## src/verilog/clock_pkg.sv

```systemverilog
`default_nettype none

package clock_pkg;

    // one decimal digit, 0..9
    typedef logic [3:0] bcd_digit_t;

    // most significant digit first, same order as the display
    typedef struct packed {
        bcd_digit_t min10;  // 0..5
        bcd_digit_t min1;   // 0..9
        bcd_digit_t sec10;  // 0..5
        bcd_digit_t sec1;   // 0..9
    } mmss_t;

    // 100 MHz board clock
    localparam int sec_div_default = 100_000_000;

    // 10 ms of stable level before a press counts
    localparam int debounce_cycles_default = 1_000_000;

endpackage

`default_nettype wire

```

## src/verilog/panel_pkg.sv

```systemverilog
`default_nettype none

package panel_pkg;

    // which application owns the display and the function buttons
    typedef enum logic {
        app_watch     = 1'b0,
        app_stopwatch = 1'b1
    } app_mode_e;

    // function button pulses as seen by one application
    typedef struct packed {
        logic fn_a;  // set toggle / start-stop
        logic fn_b;  // sec increment / lap
        logic fn_c;  // min increment / clear
    } btn_pulses_t;

    localparam int n_buttons = 4;  // mode + three function buttons
    localparam int n_digits  = 4;

    // about 1 kHz per digit at 100 MHz
    localparam int scan_div_default = 100_000;

    // dp and all segments off, active low
    localparam logic [7:0] seg_blank = 8'hff;

endpackage

`default_nettype wire

```

## src/verilog/button_cond.sv

```systemverilog
`timescale 1ns/1ps
`default_nettype none

module button_cond #(
    parameter int debounce_cycles = clock_pkg::debounce_cycles_default
) (
    input  logic                            clk,
    input  logic                            reset_p,
    input  logic [panel_pkg::n_buttons-1:0] btn,
    output logic [panel_pkg::n_buttons-1:0] press
);

    localparam int cnt_w = $clog2(debounce_cycles + 1);

    logic [panel_pkg::n_buttons-1:0] sync_a;
    logic [panel_pkg::n_buttons-1:0] sync_b;
    logic [panel_pkg::n_buttons-1:0] level;    // debounced level
    logic [panel_pkg::n_buttons-1:0] level_d;  // for the edge detect
    logic [cnt_w-1:0]                stable_cnt [panel_pkg::n_buttons];

    // raw buttons are asynchronous to clk
    always_ff @(posedge clk or posedge reset_p) begin
        if (reset_p) begin
            sync_a <= '0;
            sync_b <= '0;
        end else begin
            sync_a <= btn;
            sync_b <= sync_a;
        end
    end

    // level follows the input once it has differed for debounce_cycles in a row
    always_ff @(posedge clk or posedge reset_p) begin
        if (reset_p) begin
            level   <= '0;
            level_d <= '0;
            for (int i = 0; i < panel_pkg::n_buttons; i++) begin
                stable_cnt[i] <= '0;
            end
        end else begin
            level_d <= level;
            for (int i = 0; i < panel_pkg::n_buttons; i++) begin
                if (sync_b[i] == level[i]) begin
                    stable_cnt[i] <= '0;  // bounce, start over
                end else if (stable_cnt[i] == cnt_w'(debounce_cycles - 1)) begin
                    level[i]      <= sync_b[i];
                    stable_cnt[i] <= '0;
                end else begin
                    stable_cnt[i] <= stable_cnt[i] + 1'b1;
                end
            end
        end
    end

    assign press = level & ~level_d;  // rising edge only

endmodule

`default_nettype wire

```

## src/verilog/time_base.sv

```systemverilog
`timescale 1ns/1ps
`default_nettype none

module time_base #(
    parameter int sec_div = 1_000
) (
    input  logic clk,
    input  logic reset_p,
    output logic sec_tick
);

    localparam int cnt_w = (sec_div > 1) ? $clog2(sec_div) : 1;

    logic [cnt_w-1:0] div_cnt;
    logic             wrap;

    assign wrap = (div_cnt == cnt_w'(sec_div - 1));

    always_ff @(posedge clk or posedge reset_p) begin
        if (reset_p) begin
            div_cnt  <= '0;
            sec_tick <= 1'b0;
        end else begin
            sec_tick <= wrap;  // registered, first tick sec_div cycles after reset
            if (wrap) begin
                div_cnt <= '0;
            end else begin
                div_cnt <= div_cnt + 1'b1;
            end
        end
    end

endmodule

`default_nettype wire

```

## src/verilog/mmss_counter.sv

```systemverilog
`timescale 1ns/1ps
`default_nettype none

module mmss_counter (
    input  logic             clk,
    input  logic             reset_p,
    input  logic             clear,
    input  logic             load,
    input  clock_pkg::mmss_t load_value,
    input  logic             inc_sec,
    input  logic             inc_min,
    output clock_pkg::mmss_t value
);

    logic [7:0] sec_next;  // {tens, ones} after one step
    logic [7:0] min_next;
    logic       sec_wrap;

    // one step of a 00..59 BCD pair
    function automatic logic [7:0] bcd60_inc(input clock_pkg::bcd_digit_t tens,
                                              input clock_pkg::bcd_digit_t ones);
        logic [7:0] nxt;
        if (ones != 4'd9) begin
            nxt = {tens, ones + 4'd1};
        end else if (tens != 4'd5) begin
            nxt = {tens + 4'd1, 4'd0};
        end else begin
            nxt = 8'h00;  // 59 -> 00
        end
        return nxt;
    endfunction

    assign sec_next = bcd60_inc(value.sec10, value.sec1);
    assign min_next = bcd60_inc(value.min10, value.min1);
    assign sec_wrap = (value.sec10 == 4'd5) && (value.sec1 == 4'd9);

    always_ff @(posedge clk or posedge reset_p) begin
        if (reset_p) begin
            value <= '0;
        end else if (clear) begin
            value <= '0;
        end else if (load) begin
            value <= load_value;
        end else if (inc_sec) begin
            {value.sec10, value.sec1} <= sec_next;
            if (sec_wrap) begin
                {value.min10, value.min1} <= min_next;  // carry into minutes
            end
        end else if (inc_min) begin
            {value.min10, value.min1} <= min_next;  // seconds untouched
        end
    end

endmodule

`default_nettype wire

```

## src/verilog/watch_core.sv

```systemverilog
`timescale 1ns/1ps
`default_nettype none

module watch_core (
    input  logic                   clk,
    input  logic                   reset_p,
    input  logic                   sec_tick,
    input  panel_pkg::btn_pulses_t btn,
    output clock_pkg::mmss_t       value,
    output logic                   set_mode
);

    clock_pkg::mmss_t run_value;
    clock_pkg::mmss_t set_value;
    logic             enter_set;
    logic             leave_set;

    assign enter_set = btn.fn_a & ~set_mode;
    assign leave_set = btn.fn_a & set_mode;

    always_ff @(posedge clk or posedge reset_p) begin
        if (reset_p) begin
            set_mode <= 1'b0;
        end else if (btn.fn_a) begin
            set_mode <= ~set_mode;
        end
    end

    // keeps ticking while the set copy is edited
    mmss_counter run_cnt (
        .clk        (clk),
        .reset_p    (reset_p),
        .clear      (1'b0),
        .load       (leave_set),
        .load_value (set_value),
        .inc_sec    (sec_tick),
        .inc_min    (1'b0),
        .value      (run_value)
    );

    // snapshot of the running time, raised by the buttons
    mmss_counter set_cnt (
        .clk        (clk),
        .reset_p    (reset_p),
        .clear      (1'b0),
        .load       (enter_set),
        .load_value (run_value),
        .inc_sec    (btn.fn_b & set_mode),
        .inc_min    (btn.fn_c & set_mode),
        .value      (set_value)
    );

    assign value = set_mode ? set_value : run_value;

endmodule

`default_nettype wire

```

## src/verilog/stopwatch_core.sv

```systemverilog
`timescale 1ns/1ps
`default_nettype none

module stopwatch_core (
    input  logic                   clk,
    input  logic                   reset_p,
    input  logic                   sec_tick,
    input  panel_pkg::btn_pulses_t btn,
    output clock_pkg::mmss_t       value,
    output logic                   running,
    output logic                   lap_shown
);

    clock_pkg::mmss_t live_value;
    clock_pkg::mmss_t lap_value;

    // clear wins over start-stop and lap
    always_ff @(posedge clk or posedge reset_p) begin
        if (reset_p) begin
            running   <= 1'b0;
            lap_shown <= 1'b0;
        end else if (btn.fn_c) begin
            running   <= 1'b0;
            lap_shown <= 1'b0;
        end else begin
            if (btn.fn_a) begin
                running <= ~running;
            end
            if (btn.fn_b) begin
                lap_shown <= ~lap_shown;
            end
        end
    end

    always_ff @(posedge clk or posedge reset_p) begin
        if (reset_p) begin
            lap_value <= '0;
        end else if (btn.fn_c) begin
            lap_value <= '0;
        end else if (btn.fn_b) begin
            lap_value <= live_value;  // capture on every lap press
        end
    end

    // ticks only while running
    mmss_counter live_cnt (
        .clk        (clk),
        .reset_p    (reset_p),
        .clear      (btn.fn_c),
        .load       (1'b0),
        .load_value ('0),
        .inc_sec    (sec_tick & running),
        .inc_min    (1'b0),
        .value      (live_value)
    );

    assign value = lap_shown ? lap_value : live_value;

endmodule

`default_nettype wire

```

## src/verilog/panel_ctrl.sv

```systemverilog
`timescale 1ns/1ps
`default_nettype none

module panel_ctrl (
    input  logic                            clk,
    input  logic                            reset_p,
    input  logic [panel_pkg::n_buttons-1:0] press,
    input  clock_pkg::mmss_t                watch_value,
    input  clock_pkg::mmss_t                sw_value,
    output panel_pkg::btn_pulses_t          watch_btn,
    output panel_pkg::btn_pulses_t          sw_btn,
    output clock_pkg::mmss_t                disp_value,
    output panel_pkg::app_mode_e            mode
);

    panel_pkg::btn_pulses_t fn;

    // press[0] is the mode button
    assign fn.fn_a = press[1];
    assign fn.fn_b = press[2];
    assign fn.fn_c = press[3];

    always_ff @(posedge clk or posedge reset_p) begin
        if (reset_p) begin
            mode <= panel_pkg::app_watch;
        end else if (press[0]) begin
            mode <= (mode == panel_pkg::app_watch) ? panel_pkg::app_stopwatch
                                                   : panel_pkg::app_watch;
        end
    end

    // idle application sees no pulses
    always_comb begin
        watch_btn = '0;
        sw_btn    = '0;
        if (mode == panel_pkg::app_watch) begin
            watch_btn  = fn;
            disp_value = watch_value;
        end else begin
            sw_btn     = fn;
            disp_value = sw_value;
        end
    end

endmodule

`default_nettype wire

```

## src/verilog/fnd_scan.sv

```systemverilog
`timescale 1ns/1ps
`default_nettype none

module fnd_scan #(
    parameter int scan_div = panel_pkg::scan_div_default
) (
    input  logic                           clk,
    input  logic                           reset_p,
    input  clock_pkg::mmss_t               value,
    output logic [panel_pkg::n_digits-1:0] com,
    output logic [7:0]                     seg_7
);

    localparam int cnt_w = (scan_div > 1) ? $clog2(scan_div) : 1;

    logic [cnt_w-1:0]                        scan_cnt;
    logic [$clog2(panel_pkg::n_digits)-1:0]  digit_idx;  // 0 is the rightmost digit
    clock_pkg::bcd_digit_t                   digit;

    always_ff @(posedge clk or posedge reset_p) begin
        if (reset_p) begin
            scan_cnt  <= '0;
            digit_idx <= '0;
        end else if (scan_cnt == cnt_w'(scan_div - 1)) begin
            scan_cnt  <= '0;
            digit_idx <= digit_idx + 1'b1;  // wraps after the last digit
        end else begin
            scan_cnt <= scan_cnt + 1'b1;
        end
    end

    always_comb begin
        com            = '1;
        com[digit_idx] = 1'b0;  // active low
    end

    always_comb begin
        case (digit_idx)
            2'd0:    digit = value.sec1;
            2'd1:    digit = value.sec10;
            2'd2:    digit = value.min1;
            default: digit = value.min10;
        endcase
    end

    // {dp, g..a}, active low
    always_comb begin
        case (digit)
            4'd0:    seg_7 = 8'hc0;
            4'd1:    seg_7 = 8'hf9;
            4'd2:    seg_7 = 8'ha4;
            4'd3:    seg_7 = 8'hb0;
            4'd4:    seg_7 = 8'h99;
            4'd5:    seg_7 = 8'h92;
            4'd6:    seg_7 = 8'h82;
            4'd7:    seg_7 = 8'hf8;
            4'd8:    seg_7 = 8'h80;
            4'd9:    seg_7 = 8'h90;
            default: seg_7 = panel_pkg::seg_blank;  // not a BCD digit
        endcase
    end

endmodule

`default_nettype wire

```

## src/verilog/clock_panel_top.sv

```systemverilog
`timescale 1ns/1ps
`default_nettype none

module clock_panel_top #(
    parameter int sec_div         = clock_pkg::sec_div_default,
    parameter int scan_div        = panel_pkg::scan_div_default,
    parameter int debounce_cycles = clock_pkg::debounce_cycles_default
) (
    input  logic                            clk,
    input  logic                            reset_p,
    input  logic [panel_pkg::n_buttons-1:0] btn,
    output logic [panel_pkg::n_digits-1:0]  com,
    output logic [7:0]                      seg_7,
    output logic                            led_mode,
    output logic                            led_set,
    output logic                            led_run,
    output logic                            led_lap
);

    logic [panel_pkg::n_buttons-1:0] press;
    logic                            sec_tick;
    panel_pkg::btn_pulses_t          watch_btn;
    panel_pkg::btn_pulses_t          sw_btn;
    clock_pkg::mmss_t                watch_value;
    clock_pkg::mmss_t                sw_value;
    clock_pkg::mmss_t                disp_value;
    panel_pkg::app_mode_e            mode;

    assign led_mode = (mode == panel_pkg::app_stopwatch);

    button_cond #(.debounce_cycles(debounce_cycles)) u_buttons (
        .clk(clk), .reset_p(reset_p), .btn(btn), .press(press)
    );

    time_base #(.sec_div(sec_div)) u_time_base (
        .clk(clk), .reset_p(reset_p), .sec_tick(sec_tick)
    );

    panel_ctrl u_panel (
        .clk(clk), .reset_p(reset_p), .press(press),
        .watch_value(watch_value), .sw_value(sw_value),
        .watch_btn(watch_btn), .sw_btn(sw_btn),
        .disp_value(disp_value), .mode(mode)
    );

    watch_core u_watch (
        .clk(clk), .reset_p(reset_p), .sec_tick(sec_tick), .btn(watch_btn),
        .value(watch_value), .set_mode(led_set)
    );

    stopwatch_core u_stopwatch (
        .clk(clk), .reset_p(reset_p), .sec_tick(sec_tick), .btn(sw_btn),
        .value(sw_value), .running(led_run), .lap_shown(led_lap)
    );

    fnd_scan #(.scan_div(scan_div)) u_fnd (
        .clk(clk), .reset_p(reset_p), .value(disp_value), .com(com), .seg_7(seg_7)
    );

endmodule

`default_nettype wire

```

## config.mk

```make
export PLATFORM = sky130hd
export DESIGN_NAME = clock_panel_top
export DESIGN_NICKNAME = d
export VERILOG_FILES = /design/src/verilog/clock_pkg.sv /design/src/verilog/panel_pkg.sv /design/src/verilog/button_cond.sv /design/src/verilog/time_base.sv /design/src/verilog/mmss_counter.sv /design/src/verilog/watch_core.sv /design/src/verilog/stopwatch_core.sv /design/src/verilog/panel_ctrl.sv /design/src/verilog/fnd_scan.sv /design/src/verilog/clock_panel_top.sv
export SDC_FILE = /design/constraint.sdc
export NUM_CORES = 1
export LEC_CHECK = 0
export ABC_AREA = 1
export BUFFER_PORTS_ARGS = -buffer_cell sky130_fd_sc_hd__buf_4
export CORE_UTILIZATION = 40
export CTS_BUF_LIST = sky130_fd_sc_hd__clkbuf_2 sky130_fd_sc_hd__clkbuf_4 sky130_fd_sc_hd__clkbuf_8
export DETAILED_ROUTE_END_ITERATION = 8
export PLACE_DENSITY_LB_ADDON = 0.25
export RECOVER_POWER = 50
export SYNTH_ARGS = -nofsm -noshare
export SYNTH_HDL_FRONTEND = slang
export SYNTH_HIERARCHICAL = 1
export SYNTH_SLANG_ARGS = --single-unit
```

## constraint.sdc

```tcl
create_clock -name clk -period 5.1 [get_ports clk]
set_input_delay 0.51 -clock clk [delete_from_list [all_inputs] [get_ports clk]]
set_output_delay 0.51 -clock clk [all_outputs]
set_load 0.01 [all_outputs]
```

* Yosys cells after proc, flatten, opt, wreduce, memory -nomap -nowiden *
Memories as Yosys holds them, arrays and structs flattened.
Index checks and enable logic that the tools add are counted.

word-level totals
  output and inout port bits = 16
  register bits = 211
  memories = 1
  bits in read-only memories = 112

operators by class
  reduce and logical (&&, ||, !) cells = 25
  muxes and demuxes = 50
  eq/ne operators = 36
  bitwise logic cells = 15
  order comparisons = 2
  $add $sub $neg = 19

memory list
  name              depth  width  read ports  clocked after memory_dff  wr ports  RTL line        source
  (name not given)  16     7      1           0                         0         fnd_scan.sv:48  case (digit)

operators by type and width
  operator                                                                 count
  8-bit two-way mux                                                        22
  20-bit two-way mux                                                       8
  16-bit two-way mux                                                       8
  20-bit by 1-bit adder with 20-bit output, second input constant          4
  20-bit == test, second input constant                                    4
  4-bit by 1-bit adder with 4-bit output, second input constant            12
  27-bit by 1-bit adder with 27-bit output, second input constant          1
  27-bit == test, second input constant                                    1
  27-bit two-way mux                                                       1
  4-bit by 3-bit inequality test with 1-bit output, second input constant  6
  4-bit inequality test, second input constant                             6
  2-bit AND reduction                                                      10
  17-bit by 1-bit adder with 17-bit output, second input constant          1
  17-bit == test, second input constant                                    1
  17-bit two-way mux                                                       1
  2-bit nonzero test                                                       7
  4-bit by 3-bit == test with 1-bit output, second input constant          3
  4-bit == test, second input constant                                     3
  4-bit case mux with 3 select lines                                       1
  4-bit NOT                                                                2
  1-bit NOT                                                                7
  1-bit two-way mux                                                        6
  3-bit two-way mux                                                        2
  2-bit by 1-bit inequality test with 1-bit output, second input constant  3
  15 further kinds                                                         27

* Depth between registers and ports, before layout *
Gate-level depths: netlist (run 1).

  word-level depth = 7
  depth in mapped cells = 17

* Hierarchy *
The synthesis (run 1) kept the hierarchy.

modules (own cells, without submodules)
  module          times used  area each (µm²)  cells each
  button_cond     1           4984.8           623
  mmss_counter    3           1181.1           171
  time_base       1           1612.8           225
  fnd_scan        1           1386.3           196
  stopwatch_core  1           947.2            135
  panel_ctrl      1           351.6            71
  watch_core      1           275.3            66

* Worst setup path before layout (run 1) *
Ideal clock, no wire load.

  path type = reg-to-output
  start = register u_stopwatch.lap_shown
  end = output port seg_7[1]
  buffers on the path = 2
  slack = 2.648 ns
  data arrival time = 1.942 ns
  cell stages (with the launch flop) = 15
  cell sequence = dfrtp_1 > buf_4 > inv_4 > buf_4 > nand2_1 > nand2_1 > nand2_1 > nand2_1 > nand2_1 > nand2_1 > nor2_1 > nor2_2 > inv_1 > ha_1 > o21ai_0

RTL lines
  what                      RTL line               source
  start: declaration        stopwatch_core.sv:11   output logic lap_shown
  start signal: assignment  stopwatch_core.sv:30   lap_shown <= ~lap_shown;
  end: declaration          clock_panel_top.sv:13  output logic [7:0] seg_7,

==> out/results.ini, run 1 <==
[synth]
muxShareOfSynthArea_pct = 0
synth_compound_area_share_pct = 5.272
yosysWarnings = 6
synth-simple-area-share_pct = 39.34
synth_xor_area_share_pct = 5.272
synthFlopType = dfrtp_1
seq_area_frac_synth_pct = 40.30
async_reset_ff_share_pct = 100.0
synth_edf_count = 0
yosysTopAreaCell = dfrtp_1
synth_fa_ha_area_share_pct = 2.483
synth_cell_types = 43
syn_area_sq_um = 13100
synthTopCellsByArea = dfrtp_1 (40%), nand2_1 (17%), nor2_1 (7.8%)
synth_top_area_share_pct = 40.30
synthCells = 1829
synth.avg_cell_area_sq_um = 7.163
synth_top_family_by_area = simple AND/OR/NAND/NOR gates
ys_ff_latch = 211

[setup_path]
path_cells = inv_2 > nand2_1 > nand2_1 > nand2_2 > nand2_1 > nand2_1 > nand2_1 > nor2_1 > nor2_2 > inv_1 > ha_1 > nand3_1 > nand2_1 > nand2_1 > nand2_1 > buf_4
critical_path.most_common_cell = nand2_1
crit_buf_inv = 3
worstPathRequired_ns = 4.59
crit_path_end_kind = primary output
worst_setup_path_start_kind = flop
path_delay_family = simple AND/OR/NAND/NOR gates
slowest_stage = dfrtp_1
worstRegToRegCells = 11
crit_fanout = 22
crit_cells = 16
worst_ep_arrival_time_ns = 2.95
max_stage_delay_ns = 0.61
critPathKind = reg2out

[timing]
period_minus_slack_ns = 3.463
final.setup.tns_ns = 0
setup_viol = 0
drv_slew = 51
finalClockSkew_ns = 0.02478
slew_headroom_pct = -48.27
fmax_mhz = 288.7
worst_slack_ns = 1.637
rsz0062_at_grt = no
finalHoldViolCount = 0
worst_slew_pin_slew_ns = 2.212
fin_crit_sh_pct = 67.91

[global_route]
grt_pass1_vias = 10580
antenna_found_initial = 0
grt_remaining_overflow = 0
groute.usage.overall_pct = 18.00
grt_max_degree = 51
grt_pass1_wl_um = 50490

[detailed_routing]
drtAntennaViolNets = 0
vias = 11230
via_per_inst = 4.762
dr.pass1.iters = 8
drt_iter0_markers = 673
routed_wl_um = 29310
routedWlPerCell_um = 12.43
drc = 0

[status]
run_status = finished with violations
violations = max-capacitance violations, max-slew violations

[clock_tree]
ctsResizeCount = 0
cts_tree = done
cts_buffers = 40
cts_buffer_depth = 3
ctsRootBufferMaster = clkbuf_8
clock-sinks = 211
clk_pin_slew_worst_paths_ns = 0.07
clk_latency_ns = 0.54
cts_max_level = 2

[run]
maxCapViolCount = 1

[die]
io_pins = 22
row_count = 65
die_area_sq_um = 33480
core_sq_um = 31880
die_w_um = 183.0
die_h_um = 183.0
initial_core_util_pct = 41.09

[cells_and_area]
num-nets-final = 1929
antenna_cells = 0
drive_gt1_share_pct = 11.13
synthToLayoutAreaGrowth_pct = 10.42
layout_commonest_cell = nand2_1
mostFrequentLayoutCells = nand2_1 (595), nor2_1 (284), dfrtp_1 (211)
final_area_sq_um = 14470

[power]
peakVddDrop_uv = 113.1
p_per_area_nw_per_um2 = 263.1
power.leakage_nw = 6.981

[place]
numPortBuffers = 20
dpl_cell_area_sq_um = 13730
dpl_worst_slack_ns = 2.221
gp_congestion = 0.8938
place_hpwl_um = 21310

[min_path]
hp-class = in2reg
hold_depth = 1

metal layers:
| layer | GRT usage, % | wire, um | vias up | share of wire, % |
|---|---|---|---|---|
| met5 | 0 | 0 | - | 0 |
| met4 | 4.767 | 477 | 0 | 1.6 |
| met3 | 2.899 | 1256 | 37 | 4.3 |
| met2 | 28.76 | 13140 | 193 | 45 |
| met1 | 25.25 | 14440 | 5193 | 49 |
| li1 | - | - | 5805 | - |
Yosys cell counts, types with 23 or more instances:
| cell type | number |
|---|---|
| nor2_1 | 272 |
| nand3_1 | 153 |
| o21ai_0 | 49 |
| ha_1 | 26 |
| xnor2_1 | 23 |
| nor2_2 | 31 |
| dfrtp_1 | 211 |
| inv_1 | 177 |
| nand2_2 | 35 |
| nand2_1 | 592 |
| xor2_1 | 54 |
| nor2_4 | 24 |
| a21oi_1 | 36 |
registers in the layout (all words and copies together) (netlist names), 2 cells and up:
signal	cells
u_stopwatch/live_cnt/value	16
u_time_base/div_cnt	27
u_fnd/digit_idx	2
u_buttons/level_d	4
u_buttons/level	4
u_buttons/sync_a	4
u_buttons/sync_b	4
u_watch/run_cnt/value	16
u_fnd/scan_cnt	17
u_buttons/stable_cnt	80
u_stopwatch/lap_value	16
u_watch/set_cnt/value	16
worst paths after layout:
check | start | to | slack (ns)
min reg2reg | u_buttons/sync_a[2]$_DFF_PP0_ | u_buttons/sync_b[2]$_DFF_PP0_ | 0.35
max reg2reg | u_panel/mode$_DFFE_PP0P_ | u_watch/run_cnt/value[6]$_DFFE_PP0P_ | 2.54
min | btn[1] | u_buttons/sync_a[1]$_DFF_PP0_ | 0.1
min in group asynchronous | reset_p | u_panel/mode$_DFFE_PP0P_ | 0.64
max in group asynchronous | reset_p | u_buttons/stable_cnt[15]$_DFF_PP0_ | 2.22
max | u_watch/set_mode$_DFFE_PP0P_ | seg_7[3] | 1.64
what timing repair did:
action	4_1_cts	5_1_grt
hold buffers	1	0
setup buffers	0	0
endpoints found under the hold margin	2	0
cells by family (layout without fill, tap and decap cells):
kind of cell / count (synthesis) / after routing
buffers and inverters: 224 / 291
adders and majority gates: 26 / 26
xor gates and xnor gates: 78 / 78
other: 3 / 30
DFF: 211 / 211
and+or+nand+nor: 1167 / 1167
AOI/OAI and AO/OA: 120 / 120
layout make-up:
| cell class | count | area [sq um] |
|---|---|---|
| multi-input combinational | 1421 | 6839 |
| timing repair buffer | 22 | 163.9 |
| clock buffer | 65 | 844.6 |
| inverter | 201 | 775.7 |
| clock inverter | 3 | 18.77 |
| sequential | 211 | 5280 |
| tap | 435 | 544.3 |
| fill | 3264 | 17410 |
through the flow:
stage	power, mW	util (%)	std cells	hold WS (ns)
2_1_floorplan	2.001	-	1856	0.2387
3_3_place_gp	2.082	43.07	2289	0.3370
3_5_place_dp	2.090	43.07	2289	0.3371
4_1_cts	3.879	45.81	2358	0.03655
5_1_grt	3.998	45.38	2358	0.06535
6_report	3.806	45.38	2358	0.09750
report_power, final:
part	leakage (nW)	switching (mW)	internal, mW
sequential	2.86	0.0643	1.71
combinational	3.66	0.184	0.0978
clock	0.459	0.707	1.04
Note: power is estimated with default switching activity, not from simulation.
==> run 2, diff against run 1 <==
- ABC_AREA: 1 -> 0
- clock period: 5.1 -> 3.3 ns (I/O delays scaled with it)
==> run 2 against run 1 <==
Net effect: the flow finishes with violations (max-capacitance violations, max-slew violations, negative setup slack); non-clock buffer count up 49; count of clock-buffer cells in the layout down 1; setup slack worse by 1.8 ns; design area down 3.1%; die area down 7.6%; clock skew down 0.0023 ns.
==> out/results.ini, run 2 <==
[synth]
yosysTopAreaCell = dfrtp_1
async_reset_ff_share_pct = 100.0
synth.avg_cell_area_sq_um = 9.729
syn_area_sq_um = 12090
synthFlopType = dfrtp_1
yosysWarnings = 6
ys_ff_latch = 211
ys_top_cells_by_count = dfrtp_1 (211), nor2_1 (120), inv_1 (75)
synth_top_area_share_pct = 43.66
synth_edf_count = 0
synthTopCellsByArea = dfrtp_1 (44%), xnor2_1 (3.8%), nor2_1 (3.7%)
seq_area_frac_synth_pct = 43.66
yosysMostFrequentCell = dfrtp_1
synthCells = 1243
synth_cell_types = 73

[clock_tree]
cts_tree = done
cts_buffer_depth = 3
cts_buffers = 42
clock-sinks = 211
cts_max_level = 2
clk_pin_slew_worst_paths_ns = 0.06
clk_latency_ns = 0.54
ctsRootBufferMaster = clkbuf_8

[timing]
drv_slew = 94
finalClockSkew_ns = 0.02251
finalHoldViolCount = 0
worst_slack_ns = -0.1754
rsz0062_at_grt = yes
worst_slew_pin_slew_ns = 2.064
whs_ns = 0.3555
fin_crit_sh_pct = 105.3
period_minus_slack_ns = 3.475
setup_viol = 7
slew_headroom_pct = -37.75
fmax_mhz = 287.7

[global_route]
grt_pass1_vias = 9107
groute.usage.overall_pct = 17.64
antenna_found_initial = 0
grt_max_degree = 54
grt_remaining_overflow = 0
grt_pass1_wl_um = 45310

[cells_and_area]
multiInputGateArea_sq_um = 6374
num-nets-final = 1363
seq_area_sq_um = 5283
layout_commonest_cell = dfrtp_1
largest_reg_flops = 80
drive_gt1_share_pct = 16.80
synthToLayoutAreaGrowth_pct = 15.90
fillers = 2775
antenna_cells = 0
final_cells = 1753
top_register = u_buttons/stable_cnt
final_area_sq_um = 14020
reg_top3 = u_buttons/stable_cnt x80, u_time_base/div_cnt x27, u_fnd/scan_cnt x17
mostFrequentLayoutCells = dfrtp_1 (209), nor2_1 (119), inv_1 (75)

[power]
power.leakage_nw = 5.905
p_sw_mw = 1.372
switching_share_pct = 22.90
p_clk_share_pct = 50.6
total_power_mw = 5.994
peakVddDrop_uv = 290.5
p_comb_share_pct = 4.6
seqPwrFrac_pct = 44.9
p_per_area_nw_per_um2 = 427.6
internal_power_mw = 4.621

[detailed_routing]
drtAntennaViolNets = 0
dr.pass1.iters = 7
via_per_inst = 5.396
routedWlPerCell_um = 15.27
vias = 9460
drc = 0
drt_iter0_markers = 464
routed_wl_um = 26760

[min_path]
hp-class = reg2reg
hold_depth = 0

[status]
run_status = finished with violations
violations = max-capacitance violations, max-slew violations, negative setup slack

[die]
die_area_sq_um = 30930
row_count = 63
initial_core_util_pct = 40.69
io_pins = 22
die_w_um = 175.9
core_sq_um = 29720
die_h_um = 175.9

[run]
maxCapViolCount = 2

[place]
dpl_cell_area_sq_um = 12760
gp_congestion = 0.8630
dpl_worst_slack_ns = 0.3307
dp_cells = 1652
numPortBuffers = 20
place_hpwl_um = 18020

[setup_path]
crit_fanout = 5
crit_path_end_kind = primary output
worstRegToRegCells = 6
critPathKind = reg2out
worst_setup_path_start_kind = flop
worst_ep_arrival_time_ns = 3.15
worstPathRequired_ns = 2.97

==> run 2: power by group through the flow <==
stage	Clock [mW]	Sequential (mW)	Combinational (mW)
finish	3.03	2.69	0.274
global route	3.27	2.69	0.316
CTS	3.15	2.69	0.275
floorplan	0	2.72	0.200
detailed placement	0	2.73	0.268
global placement	0	2.73	0.262
==> run 2: layout make-up <==
type | instances | area share [%]
Multi-Input combinational cell | 927 | 45.47
Tap cell | 390 | 3.482
Clock buffer | 64 | 5.794
Inverter | 78 | 2.089
Timing Repair Buffer | 71 | 4.312
Clock inverter | 12 | 1.161
Sequential cell | 211 | 37.69
==> run 2: worst paths after layout <==
kind / slack, ns / endpoint / startpoint
worst max-delay path: -0.18 / seg_7[0] / u_watch/set_mode$_DFFE_PP0P_
worst min-delay path: 0.36 / u_buttons/sync_b[0]$_DFF_PP0_ / u_buttons/sync_a[0]$_DFF_PP0_
min in group asynchronous: 0.44 / u_watch/set_mode$_DFFE_PP0P_ / reset_p
worst max register to register: 0.62 / u_stopwatch/live_cnt/value[11]$_DFFE_PP0P_ / u_buttons/level[3]$_DFFE_PP0P_
max in group asynchronous: 0.74 / u_buttons/stable_cnt[22]$_DFF_PP0_ / reset_p
worst min register to register: 0.36 / u_buttons/sync_b[0]$_DFF_PP0_ / u_buttons/sync_a[0]$_DFF_PP0_
==> run 2: routing by layer <==
| layer | up-vias | wire length, um | track usage, % |
|---|---|---|---|
| met5 | - | 0 | 0 |
| met4 | 0 | 378 | 4.420 |
| met3 | 30 | 1080 | 3.117 |
| met2 | 165 | 12330 | 28.43 |
| met1 | 4612 | 12980 | 24.41 |
| li1 | 4653 | - | - |
==> run 2: kinds of logic after synthesis <==
| kind of cell | share of synthesized area (%) |
|---|---|
| adders and majority gates | 2.690 |
| muxes | 7.677 |
| buffers and inverters | 4.956 |
| xor gates and xnor gates | 6.374 |
| other | 0.09311 |
| and+or+nand+nor | 21.92 |
| DFF | 43.66 |
| AOI/OAI and AO/OA | 12.62 |
==> run 2: worst max-delay path, stage by stage (launching register included) <==
cell and delay, ns:
dfrtp_2 0.44, buf_12 0.14, buf_4 0.12, mux2_4 0.29, mux2_2 0.26, a222oi_1 0.38, mux2i_2 0.22, nor2_2 0.20
mux2i_1 0.30, a21o_1 0.13, buf_4 0.12
==> run 2: per-stage QoR <==
stage | TNS, ns | utilization (%)
floorplan | 0 | -
global placement | 0 | 42.92
detailed placement | 0 | 42.92
CTS | -0.07494 | 46.77
global route | -1.185 | 47.16
finish | -0.7538 | 47.16
==> run 2: repair_timing <==
| action | CTS | global route |
|---|---|---|
| resized for setup | 9 | 13 |
| cloned | 0 | 1 |
| endpoints found under the setup margin | 7 | 7 |
| endpoints found under the hold margin | 23 | 0 |
| pin swaps | 3 | 4 |
| setup buffers | 12 | 9 |
| hold buffers | 5 | 0 |
